### src/include/mem_access_settings.svh
// Word width settings for the data memory port, included by the RTL and the testbench
`ifndef MEM_ACCESS_SETTINGS_SVH
`define MEM_ACCESS_SETTINGS_SVH

// Data and address width in bits, 16, 32 or 64
`define MEM_WORD_SIZE 16

// Bytes held in one memory word
`define MEM_WORD_BYTES (`MEM_WORD_SIZE / 8)

// Low byte address bits that pick a lane inside the word
`define MEM_LANE_BITS $clog2(`MEM_WORD_BYTES)

`endif

### src/logic/mem_access_pkg.sv
// Shared types of the data memory port: access size and the two state machines
package mem_access_pkg;

    // Access size as log2 of the byte count
    typedef enum logic [1:0] {
        SIZE_1 = 2'd0,
        SIZE_2 = 2'd1,
        SIZE_4 = 2'd2,
        SIZE_8 = 2'd3
    } access_size_e;

    // Alignment fixer FSM
    typedef enum logic [2:0] {
        FX_IDLE,
        FX_READ_WAIT,
        FX_MERGE_WRITE,
        FX_WRITE_WAIT,
        FX_REPLY
    } fixer_state_e;

    // RAM pin sequencer FSM
    typedef enum logic [1:0] {
        SQ_IDLE,
        SQ_READ_ISSUE,
        SQ_READ_CAPTURE,
        SQ_WRITE_ISSUE
    } seq_state_e;

endpackage

### src/logic/mem_word_if.sv
// Word-wide transaction channel from the alignment fixer to the RAM pin sequencer
`timescale 1ns/1ps

`include "mem_access_settings.svh"

interface mem_word_if;

    // Word address, already stripped of the lane bits
    logic [`MEM_WORD_SIZE-1:0] addr;
    logic [`MEM_WORD_SIZE-1:0] wdata;
    logic [`MEM_WORD_SIZE-1:0] rdata;

    // Held until ready, then low for at least one cycle
    logic read;
    logic write;

    // Single cycle completion pulse
    logic ready;

    modport requester (
        output addr,
        output wdata,
        output read,
        output write,
        input  rdata,
        input  ready
    );

    modport responder (
        input  addr,
        input  wdata,
        input  read,
        input  write,
        output rdata,
        output ready
    );

endinterface

### src/logic/access_width_ctrl.sv
// Byte-mode flag and access size decode feeding the alignment fixer
`timescale 1ns/1ps

`include "mem_access_settings.svh"

module access_width_ctrl (
    input  logic                         clk,
    input  logic                         reset,
    input  logic                         enable,
    input  logic                         toggle_byte_mode,
    input  logic [1:0]                   reduced_behaviour_bits,
    input  logic                         force_aligned_use,
    output mem_access_pkg::access_size_e access_size
);

    localparam mem_access_pkg::access_size_e FULL_SIZE =
        mem_access_pkg::access_size_e'(`MEM_LANE_BITS);

    logic                         byte_mode;
    mem_access_pkg::access_size_e req_size;

    // CPU controlled byte mode, flips once per enabled toggle
    always_ff @(posedge clk)
    begin
        if (!reset)
            byte_mode <= 1'b0;
        else if (enable && toggle_byte_mode)
            byte_mode <= !byte_mode;
    end

    // Force aligned wins over byte mode, byte mode over the reduced bits
    always_comb
    begin
        if (force_aligned_use)
            req_size = FULL_SIZE;
        else if (byte_mode)
            req_size = mem_access_pkg::SIZE_1;
        else
        begin
            case (reduced_behaviour_bits)
                2'b00:   req_size = FULL_SIZE;
                2'b01:   req_size = mem_access_pkg::SIZE_4;
                2'b10:   req_size = mem_access_pkg::SIZE_2;
                default: req_size = mem_access_pkg::SIZE_1;
            endcase
        end
    end

    // Nothing wider than one word reaches the fixer
    assign access_size = (req_size > FULL_SIZE) ? FULL_SIZE : req_size;

endmodule

### src/logic/alignment_fixer.sv
// Alignment check, load lane extraction and sub-word store read-modify-write
`timescale 1ns/1ps

`include "mem_access_settings.svh"

module alignment_fixer (
    input  logic                         clk,
    input  logic                         reset,
    input  logic                         enable,
    input  mem_access_pkg::access_size_e access_size,
    input  logic [`MEM_WORD_SIZE-1:0]    cpu_addr,
    input  logic [`MEM_WORD_SIZE-1:0]    cpu_data_out,
    input  logic                         cpu_read_en,
    input  logic                         cpu_write_en,
    output logic [`MEM_WORD_SIZE-1:0]    cpu_data_in,
    output logic                         cpu_ready,
    output logic                         alignment_error,
    mem_word_if.requester                mem
);

    mem_access_pkg::fixer_state_e state;
    mem_access_pkg::access_size_e size_q;
    logic                         store_q;

    logic [`MEM_LANE_BITS-1:0]    lane;
    logic [`MEM_LANE_BITS+2:0]    lane_shift;
    logic [`MEM_WORD_BYTES-1:0]   byte_en;
    logic [`MEM_WORD_SIZE-1:0]    size_mask;
    logic [`MEM_WORD_SIZE-1:0]    lane_mask;
    logic [`MEM_WORD_SIZE-1:0]    merged_word;
    logic                         misaligned;
    logic                         full_word;
    logic                         mem_done;

    // Byte lane of the request, the address is held until cpu_ready
    assign lane       = cpu_addr[`MEM_LANE_BITS-1:0];
    assign lane_shift = {lane, 3'b000};

    // Any lane bit below the access size set means misaligned
    assign misaligned = |(lane & ~({`MEM_LANE_BITS{1'b1}} << access_size));
    assign full_word  = (int'(access_size) == `MEM_LANE_BITS);

    // Bytes covered by the latched size, counted from lane 0
    assign byte_en = ~({`MEM_WORD_BYTES{1'b1}} << (1 << size_q));

    always_comb
    begin
        for (int i = 0; i < `MEM_WORD_BYTES; i++)
        begin
            size_mask[i*8 +: 8] = {8{byte_en[i]}};
        end
    end

    assign lane_mask = size_mask << lane_shift;

    // New bytes go into their lane, the neighbours come from the read word
    assign merged_word = (mem.rdata & ~lane_mask) | ((cpu_data_out << lane_shift) & lane_mask);

    // Loads shift the lane down and zero-extend it
    assign cpu_data_in = (mem.rdata >> lane_shift) & size_mask;

    // A load ends on the read, a store on its write
    assign mem_done = mem.ready
                      && ((state == mem_access_pkg::FX_READ_WAIT && !store_q)
                          || state == mem_access_pkg::FX_WRITE_WAIT);

    assign cpu_ready = mem_done || (state == mem_access_pkg::FX_REPLY);

    always_ff @(posedge clk)
    begin
        if (!reset)
        begin
            state           <= mem_access_pkg::FX_IDLE;
            mem.read        <= 1'b0;
            mem.write       <= 1'b0;
            alignment_error <= 1'b0;
        end
        else
        begin
            case (state)
                mem_access_pkg::FX_IDLE:
                begin
                    if (enable && (cpu_read_en || cpu_write_en))
                    begin
                        if (misaligned)
                        begin
                            alignment_error <= 1'b1;
                            state           <= mem_access_pkg::FX_REPLY;
                        end
                        else if (cpu_write_en && full_word)
                        begin
                            mem.write <= 1'b1;
                            state     <= mem_access_pkg::FX_WRITE_WAIT;
                        end
                        else
                        begin
                            // Loads and sub-word stores both start with a read
                            mem.read <= 1'b1;
                            state    <= mem_access_pkg::FX_READ_WAIT;
                        end
                    end
                end
                mem_access_pkg::FX_READ_WAIT:
                begin
                    if (mem.ready)
                    begin
                        mem.read <= 1'b0;
                        if (store_q)
                            state <= mem_access_pkg::FX_MERGE_WRITE;
                        else
                            state <= mem_access_pkg::FX_IDLE;
                    end
                end
                mem_access_pkg::FX_MERGE_WRITE:
                begin
                    // Read dropped for this cycle, merged word already latched
                    mem.write <= 1'b1;
                    state     <= mem_access_pkg::FX_WRITE_WAIT;
                end
                mem_access_pkg::FX_WRITE_WAIT:
                begin
                    if (mem.ready)
                    begin
                        mem.write <= 1'b0;
                        state     <= mem_access_pkg::FX_IDLE;
                    end
                end
                mem_access_pkg::FX_REPLY:
                begin
                    alignment_error <= 1'b0;
                    state           <= mem_access_pkg::FX_IDLE;
                end
                default:
                    state <= mem_access_pkg::FX_IDLE;
            endcase
        end
    end

    // Request payload, captured while idle
    always_ff @(posedge clk)
    begin
        if (state == mem_access_pkg::FX_IDLE)
        begin
            mem.addr  <= cpu_addr >> `MEM_LANE_BITS;
            mem.wdata <= cpu_data_out;
            size_q    <= access_size;
            store_q   <= cpu_write_en;
        end
        else if (state == mem_access_pkg::FX_READ_WAIT && mem.ready)
            mem.wdata <= merged_word;
    end

    a_read_write_exclusive: assert property (
        @(posedge clk) disable iff (!reset) !(mem.read && mem.write)
    );

    a_error_with_ready: assert property (
        @(posedge clk) disable iff (!reset) alignment_error |-> cpu_ready
    );

endmodule

### src/logic/mem_port_sequencer.sv
// Drives the synchronous RAM pins for one word transaction at a time
`timescale 1ns/1ps

`include "mem_access_settings.svh"

module mem_port_sequencer (
    input  logic                      clk,
    input  logic                      reset,
    input  logic [`MEM_WORD_SIZE-1:0] mem_data_in,
    output logic [`MEM_WORD_SIZE-1:0] mem_addr,
    output logic [`MEM_WORD_SIZE-1:0] mem_data_out,
    output logic                      mem_write_en,
    mem_word_if.responder             port
);

    mem_access_pkg::seq_state_e state;

    always_ff @(posedge clk)
    begin
        if (!reset)
        begin
            state        <= mem_access_pkg::SQ_IDLE;
            mem_write_en <= 1'b0;
            port.ready   <= 1'b0;
        end
        else
        begin
            port.ready   <= 1'b0;
            mem_write_en <= 1'b0;
            case (state)
                mem_access_pkg::SQ_IDLE:
                begin
                    // The requester still holds read or write during the ready cycle
                    if (!port.ready)
                    begin
                        if (port.write)
                        begin
                            mem_write_en <= 1'b1;
                            state        <= mem_access_pkg::SQ_WRITE_ISSUE;
                        end
                        else if (port.read)
                            state <= mem_access_pkg::SQ_READ_ISSUE;
                    end
                end
                mem_access_pkg::SQ_READ_ISSUE:
                    // RAM samples the address at the end of this cycle
                    state <= mem_access_pkg::SQ_READ_CAPTURE;
                mem_access_pkg::SQ_READ_CAPTURE:
                begin
                    port.ready <= 1'b1;
                    state      <= mem_access_pkg::SQ_IDLE;
                end
                mem_access_pkg::SQ_WRITE_ISSUE:
                begin
                    port.ready <= 1'b1;
                    state      <= mem_access_pkg::SQ_IDLE;
                end
                default:
                    state <= mem_access_pkg::SQ_IDLE;
            endcase
        end
    end

    // Address and data follow the channel until a transaction starts
    always_ff @(posedge clk)
    begin
        if (state == mem_access_pkg::SQ_IDLE)
        begin
            mem_addr     <= port.addr;
            mem_data_out <= port.wdata;
        end
        if (state == mem_access_pkg::SQ_READ_CAPTURE)
            port.rdata <= mem_data_in;
    end

    a_write_single_cycle: assert property (
        @(posedge clk) disable iff (!reset) mem_write_en |=> !mem_write_en
    );

    a_ready_single_pulse: assert property (
        @(posedge clk) disable iff (!reset) port.ready |=> !port.ready
    );

endmodule

### src/logic/cpu_mem_interface.sv
// Top level of the data memory port, CPU request side to external RAM pins
`timescale 1ns/1ps

`include "mem_access_settings.svh"

module cpu_mem_interface (
    input  logic                      clk,
    input  logic                      reset,
    input  logic                      enable,
    input  logic                      toggle_byte_mode,
    input  logic [1:0]                reduced_behaviour_bits,
    input  logic                      force_aligned_use,
    output logic                      alignment_error,
    // CPU side
    input  logic [`MEM_WORD_SIZE-1:0] cpu_addr,
    input  logic [`MEM_WORD_SIZE-1:0] cpu_data_out,
    output logic [`MEM_WORD_SIZE-1:0] cpu_data_in,
    input  logic                      cpu_write_en,
    input  logic                      cpu_read_en,
    output logic                      cpu_ready,
    // External RAM
    output logic [`MEM_WORD_SIZE-1:0] mem_addr,
    output logic [`MEM_WORD_SIZE-1:0] mem_data_out,
    input  logic [`MEM_WORD_SIZE-1:0] mem_data_in,
    output logic                      mem_write_en
);

    mem_access_pkg::access_size_e access_size;

    mem_word_if word_bus ();

    access_width_ctrl width_ctrl (
        .clk                    (clk),
        .reset                  (reset),
        .enable                 (enable),
        .toggle_byte_mode       (toggle_byte_mode),
        .reduced_behaviour_bits (reduced_behaviour_bits),
        .force_aligned_use      (force_aligned_use),
        .access_size            (access_size)
    );

    alignment_fixer fixer (
        .clk             (clk),
        .reset           (reset),
        .enable          (enable),
        .access_size     (access_size),
        .cpu_addr        (cpu_addr),
        .cpu_data_out    (cpu_data_out),
        .cpu_read_en     (cpu_read_en),
        .cpu_write_en    (cpu_write_en),
        .cpu_data_in     (cpu_data_in),
        .cpu_ready       (cpu_ready),
        .alignment_error (alignment_error),
        .mem             (word_bus.requester)
    );

    mem_port_sequencer sequencer (
        .clk          (clk),
        .reset        (reset),
        .mem_data_in  (mem_data_in),
        .mem_addr     (mem_addr),
        .mem_data_out (mem_data_out),
        .mem_write_en (mem_write_en),
        .port         (word_bus.responder)
    );

endmodule

### config.mk
export PLATFORM = sky130hd
export DESIGN_NAME = cpu_mem_interface
export DESIGN_NICKNAME = d
export VERILOG_FILES = /design/src/logic/mem_access_pkg.sv /design/src/logic/mem_word_if.sv /design/src/logic/access_width_ctrl.sv /design/src/logic/alignment_fixer.sv /design/src/logic/mem_port_sequencer.sv /design/src/logic/cpu_mem_interface.sv
export VERILOG_INCLUDE_DIRS = /design/src /design/src/include
export SDC_FILE = /design/constraint.sdc
export NUM_CORES = 1
export LEC_CHECK = 0
export BUFFER_PORTS_ARGS = -buffer_cell sky130_fd_sc_hd__buf_2
export CAP_MARGIN = 30
export CORE_MARGIN = 8
export CORE_UTILIZATION = 45
export DETAILED_ROUTE_END_ITERATION = 6
export HOLD_SLACK_MARGIN = 0.1
export PLACE_DENSITY = 0.75
export SLEW_MARGIN = 20
export SYNTH_ARGS = -nofsm -noshare
export SYNTH_HDL_FRONTEND = slang
export SYNTH_HIERARCHICAL = 1
export SYNTH_SLANG_ARGS = --single-unit
### constraint.sdc
create_clock -name clk -period 2.2 [get_ports clk]
set_input_delay 0.33 -clock clk [delete_from_list [all_inputs] [get_ports clk]]
set_output_delay 0.33 -clock clk [all_outputs]
set_load 0.01 [all_outputs]
==> flow_summary.yaml, run 1 <==
outcome:
  status: "complete, no violations"
die:
  die_h_um: 103
  die_w_um: 103
  start_util: 0.453
  core_area_sq_mm: 0.00757
  fp-row-count: 32
  io-pin-count: 108
  die_area_sq_mm: 0.0107
detailed_routing:
  wire_per_inst_um: 15.9
  ant_nets: 0
  drtIter0Drc: 158
  drcViolationCount: 0
  vias_per_cell: 4.74
  route.final.wire_length_um: 7090
  dr_total_vias: 2111
  drt_first_pass_iters: 4
synthesis:
  synthAdderAreaFrac: 0
  seq_area_frac_synth: 0.782
  synthArstFlopShare: 0
  synthesis.area_sq_mm: 0.00343
  ys_seq_elements: 93
  synth_edf_count: 82
  synth_compound_area_frac: 0.0544
  synth_fp_nets: 281
  synth_xor_area_frac: 0
  synth-simple-area-share: 0.116
  synthFlopType: "edfxtp_1"
  yosysWarnings: 6
  synth_area_per_cell_sq_um: 15.3
  synth_top_family_by_area: "simple AND/OR/NAND/NOR gates"
  synth_cell_type_count: 36
  synthCells: 224
  muxShareOfSynthArea: 0.0292
worst_setup_path:
  cp_cell_sequence: "nand2_1, or2_2, o21ai_0, buf_2"
  crit_path_max_incr_delay_ns: 0.49
  endpoint: "cpu_ready"
  r2r-end: "fixer/mem.wdata[8]"
  arrival_ns: 1.56
  rr_worst_depth: 5
  cp_data_required_time_ns: 1.87
  slowest_stage: "dfxtp_1"
  crit_fanout: 7
  cp-end-kind: "primary output"
  cp-startpoint: "sequencer/port.ready"
  cp-start-kind: "flop"
  timing.rr.start: "fixer/state[1]"
  critPathKind: "flop to primary output"
  reg2reg_slack_ns: 0.36
sta:
  max_freq_ghz: 0.529
  slew_violations: 0
  finClkSkew_ns: 0.0124
  layout_setup_ws_ns: 0.309
  fin_crit_sh: 0.859
  finalHoldViolations: 0
  rsz0062_at_grt: "false"
  final.setup.tns_ns: 0
  fin_crit_ns: 1.89
  setup_violations: 0
placed_design:
  hpwl_um: 5390
  place_ws_ns: 0.386
  portBuffers: 107
  place_area_sq_mm: 0.00409
  place.gp.congestion: 0.889
power_and_ir_drop:
  peakVddDrop_v: 0.000417
  power_density_mw_per_mm2: 958
  p_leak_nw: 1.76
clock_network:
  clk_pin_slew_ns: 0.10
  cts-buffers-inserted: 9
  worstSkewPairLatency_ns: 0.35
  cts_tree: "yes"
  cts_setup_buffers: 0
  clock_path_buffers: 2
  htree_levels: 3
  cts_hold_buf: 0
  post_cts_resize_count: 0
  clkSinkCount: 93
  cts-root-buf: "clkbuf_8"
worst_hold_path:
  hp-class: "primary input to flop"
cells_and_area:
  layout.nets: 395
  drive_above_1_share: 0.411
  final_area_sq_mm: 0.00426
  area_delta_synth_final_pct: 24.2
  antennaDiodeCount: 0
  fin_util: 0.563
  fillers: 619
global_routing:
  grt_pass1_vias: 2105
  grt_usage: 0.133
  antenna_found_initial: 0
  grt_max_degree: 33
  grt_overflow: 0
  grt_pass1_wl_um: 10200
job:
  cap_viol_max_count: 0
power breakdown:
part,switching [mW],internal (mW)
registers,0.103,2.32
clock network,0.591,0.419
logic,0.396,0.252
worst max-delay path, delay by kind of cell, from the launching register on:
kind                   cells  cell delay, ns
AO/OA/AOI/OAI              1            0.15
buffers and inverters      1            0.16
AND/OR/NAND/NOR            2            0.42
flip-flops                 1            0.49
final cells by class:
| class | instances | area [sq um] | area share |
|---|---|---|---|
| clock buffers | 10 | 128 | 0.0300 |
| clock inverters | 6 | 46.3 | 0.0109 |
| inverters | 4 | 17.5 | 0.00411 |
| multi-input cells | 120 | 699 | 0.164 |
| flip-flops and latches | 93 | 2680 | 0.630 |
| well taps | 102 | 128 | 0.0300 |
| repair buffers | 110 | 558 | 0.131 |
state kept, by name, summed over array words and instances, names as in the netlist, 2 cells and up:
name / count
sequencer/mem_addr: 16
fixer/mem.wdata: 16
fixer/mem.addr: 15
sequencer/state: 2
sequencer/mem_data_out: 16
sequencer/port.rdata: 16
fixer/state: 3
fixer/size_q: 2
stage by stage:
stage / std cells / total power [mW] / hold slack (ns)
floorplan: 224 / 2.79 / 0.400
global placement: 429 / 3.10 / 0.401
detailed placement: 429 / 3.13 / 0.405
CTS: 445 / 4.13 / 0.128
global route: 445 / 4.27 / 0.120
finish: 445 / 4.08 / 0.148
worst min-delay path by stage:
stage / from / cells after the start / slack, ns / to
floorplan: fixer/mem.addr[0] / 0 / 0.40 / sequencer/mem_addr[0]
global placement: fixer/mem.addr[9] / 0 / 0.40 / sequencer/mem_addr[9]
detailed placement: fixer/mem.addr[10] / 0 / 0.40 / sequencer/mem_addr[10]
CTS: cpu_addr[6] / 1 / 0.13 / fixer/mem.addr[5]
global route: cpu_addr[6] / 1 / 0.12 / fixer/mem.addr[5]
finish: mem_data_in[13] / 1 / 0.15 / sequencer/port.rdata[13]
layout by cell type, fill, tap and decap left out, drive strengths merged, types with 2 or more instances in the layout:
cell type / count
buf: 110
edfxtp: 82
nand2: 33
nor2: 20
and2: 11
dfxtp: 11
clkbuf: 10
mux2: 8
o22ai: 7
o21ai: 7
inv: 6
a21oi: 5
a22oi: 4
nor2b: 3
clkinvlp: 2
o21a: 2
o211a: 2
conb: 2
clkinv: 2
or2: 2
nor4b: 2
cell usage after synthesis (2+ instances only):
cell,instances,area share
and2_1,11,0.020
clkbuf_1,2,0.0022
a22oi_1,4,0.0088
buf_2,2,0.0029
conb_1,2,0.0022
o21a_1,2,0.0044
nor2b_1,3,0.0055
a21oi_1,5,0.0073
o22ai_1,7,0.013
o211a_1,2,0.0058
buf_4,2,0.0044
mux2_2,8,0.026
inv_1,3,0.0033
dfxtp_1,11,0.064
o21ai_0,7,0.010
nand2_1,33,0.036
nor2_1,20,0.022
edfxtp_1,82,0.72
cell families (layout without fill, tap and decap cells):
| group | count (synthesis) | in the layout |
|---|---|---|
| buf+inv | 11 | 130 |
| compound gates | 29 | 29 |
| flops | 93 | 93 |
| mux | 9 | 9 |
| simple gates | 80 | 80 |
| other cells | 2 | 2 |
per-layer routing:
layer	share of wire	vias up	global-route usage	wire (um)
met5	0	-	0	0
li1	-	1046	-	-
met3	0.11	8	0.0495	751
met2	0.46	112	0.200	3250
met1	0.42	945	0.161	2960
met4	0.018	0	0.0768	125
Power figures use the tool's default switching activity.
==> inputs of run 2 (changes only) <==
- SYNTH_HIERARCHICAL: 1 -> not set
==> run 2 against run 1 <==
Register-to-register slack barely moved. Sequential power rose by 2%. Cell count fell by 3.4%. Fmax rose by 2.5%. Core utilization rose by 2.3 points. Sequential share of layout area fell by 0.21 points. Critical endpoint is now fixer.mem.wdata[11]. Largest cell class unchanged. Largest power group unchanged.
==> flow_summary.yaml, run 2 <==
die:
  die_area_sq_mm: 0.0104
  io-pin-count: 108
  start_util: 0.463
  fp-row-count: 31
  core_area_sq_mm: 0.00721
  die_h_um: 102
  die_w_um: 102
synthesis:
  synth_top_family_by_area: "simple AND/OR/NAND/NOR gates"
  synthArstFlopShare: 0
  yosys-top-cells-area: "edfxtp_1 73%, dfxtp_1 6.6%, nand2_1 3.1%, mux2_2 2.7%, and2_1 2.1%"
  synthAdderAreaFrac: 0
  synth_cell_type_count: 39
  seq_area_frac_synth: 0.794
  synth_compound_area_frac: 0.0543
  synthFlopType: "edfxtp_1"
  yosys-top-cells-count: "81 x edfxtp_1, 28 x nand2_1, 16 x nor2_1"
  synth_top_area_share: 0.728
  ys_seq_elements: 92
  yosysMostFrequentCell: "edfxtp_1"
  post-synth-top-area-cell: "edfxtp_1"
  synth_xor_area_frac: 0.00262
  synthCells: 209
  yosysWarnings: 0
  synth-simple-area-share: 0.100
  synth_edf_count: 81
  synth_area_per_cell_sq_um: 16.0
  synthesis.area_sq_mm: 0.00334
  muxShareOfSynthArea: 0.0300
detailed_routing:
  drt_first_pass_iters: 4
  drtIter0Drc: 116
  wire_per_inst_um: 15.8
  ant_nets: 0
  vias_per_cell: 4.84
  drcViolationCount: 0
  dr_total_vias: 2080
  route.final.wire_length_um: 6810
worst_setup_path:
  slowest_stage: "or3_4"
  cp_data_required_time_ns: 2.29
  cp-end-kind: "flop"
  critPathKind: "flop to flop"
  cp-start-kind: "flop"
  crit_path_max_incr_delay_ns: 0.44
  arrival_ns: 1.94
  cp_cell_sequence: "or3_4, inv_6, nor2_2, a222oi_1, inv_1"
  crit_fanout: 24
power_and_ir_drop:
  pwr-share-comb: 0.162
  intPower_mw: 3.30
  peakVddDrop_v: 0.000404
  switching_share: 0.251
  pwr-share-seq: 0.558
  pwr-share-clk: 0.280
  power_density_mw_per_mm2: 1040
  switching_power_mw: 1.11
  p_leak_nw: 1.73
global_routing:
  grt_usage: 0.132
  antenna_found_initial: 0
  grt_max_degree: 32
  grt_pass1_vias: 2109
  grt_overflow: 0
  grt_pass1_wl_um: 10400
sta:
  rsz0062_at_grt: "false"
  slew_violations: 0
  timing.hold.ws_ns: 0.155
  fin_crit_ns: 1.85
  final.setup.tns_ns: 0
  max_freq_ghz: 0.542
  worst_pin_slew_ns: 0.574
  finalHoldViolations: 0
  finClkSkew_ns: 0.00765
  relSlewSlack: 0.614
  setup_violations: 0
  fin_crit_sh: 0.839
clock_network:
  cts-buffers-inserted: 9
  clock_path_buffers: 2
  cts_setup_buffers: 0
  clk_pin_slew_ns: 0.09
  cts_tree: "yes"
  cts-root-buf: "clkbuf_8"
  worstSkewPairLatency_ns: 0.34
  htree_levels: 3
  post_cts_resize_count: 0
  cts_hold_buf: 0
  clkSinkCount: 92
outcome:
  status: "complete, no violations"
worst_hold_path:
  hp-class: "primary input to flop"
cells_and_area:
  antennaDiodeCount: 0
  stdcell_count: 430
  area_delta_synth_final_pct: 26.5
  layout_common_cells: "106 x buf_2, 81 x edfxtp_1, 28 x nand2_1"
  layout.nets: 383
  reg_top3: "fixer.mem.wdata: 16 flops, sequencer.mem_data_out: 16 flops, sequencer.port.rdata: 16 flops"
  drive_above_1_share: 0.426
  final_common_cell: "buf_2"
placed_design:
  place.gp.congestion: 0.875
  place_inst: 414
  portBuffers: 106
  hpwl_um: 5210
job:
  cap_viol_max_count: 0
run 2: per-stage QoR:
step / utilization / area, sq um / setup WS [ns] / total power [mW]
2_1_floorplan: - / 3340 / 0.0362 / 2.87
3_3_place_gp: 0.555 / 4000 / 0.505 / 3.19
3_5_place_dp: 0.555 / 4000 / 0.387 / 3.23
4_1_cts: 0.586 / 4230 / 0.371 / 4.45
5_1_grt: 0.586 / 4230 / 0.256 / 4.61
6_report: 0.586 / 4230 / 0.355 / 4.40
run 2: power groups by stage:
| stage | Clock, mW | Combinational (mW) | Sequential, mW |
|---|---|---|---|
| after floorplan | 0 | 0.292 | 2.58 |
| after global placement | 0 | 0.708 | 2.49 |
| after detailed placement | 0 | 0.726 | 2.50 |
| after CTS | 1.26 | 0.728 | 2.46 |
| after global routing | 1.33 | 0.787 | 2.49 |
| final | 1.23 | 0.715 | 2.46 |
run 2: path summary, 6_finish.rpt:
check | startpoint | depth (start not counted) | end | slack, ns
worst min register to register | fixer.mem.wdata[13] | 0 | sequencer.mem_data_out[13] | 0.42
worst max-delay path | fixer.state[0] | 5 | fixer.mem.wdata[11] | 0.35
worst max register to register | fixer.state[0] | 5 | fixer.mem.wdata[11] | 0.35
worst min-delay path | mem_data_in[2] | 1 | sequencer.port.rdata[2] | 0.15
run 2: cell type report:
cell class	instances	area (sq um)
fill	586	2990
sequential	92	2650
multi-input combinational	107	641
timing repair buffer	109	553
clock buffer	11	141
tap	99	124
clock inverter	5	82.6
inverter	7	31.3
run 2: metal layers:
layer	track usage	wire (um)	vias up
li1	-	-	1009
met1	0.156	2740	957
met2	0.208	3260	99
met3	0.0463	634	15
met4	0.0700	172	0
met5	0	0	-
run 2: kinds of logic (layout without fill, tap and decap cells):
family | after synthesis | count (layout)
compound gates | 25 | 25
flops | 92 | 92
xor+xnor | 1 | 1
simple gates | 70 | 70
other cells | 1 | 2
buf+inv | 11 | 132
mux | 9 | 9
run 2: worst max-delay path: cells and delay by family, from the launching register on:
kind,cells,cell delay (ns)
AO/OA/AOI/OAI,1,0.34
buffers and inverters,2,0.27
flip-flops,1,0.39
AND/OR/NAND/NOR,2,0.58
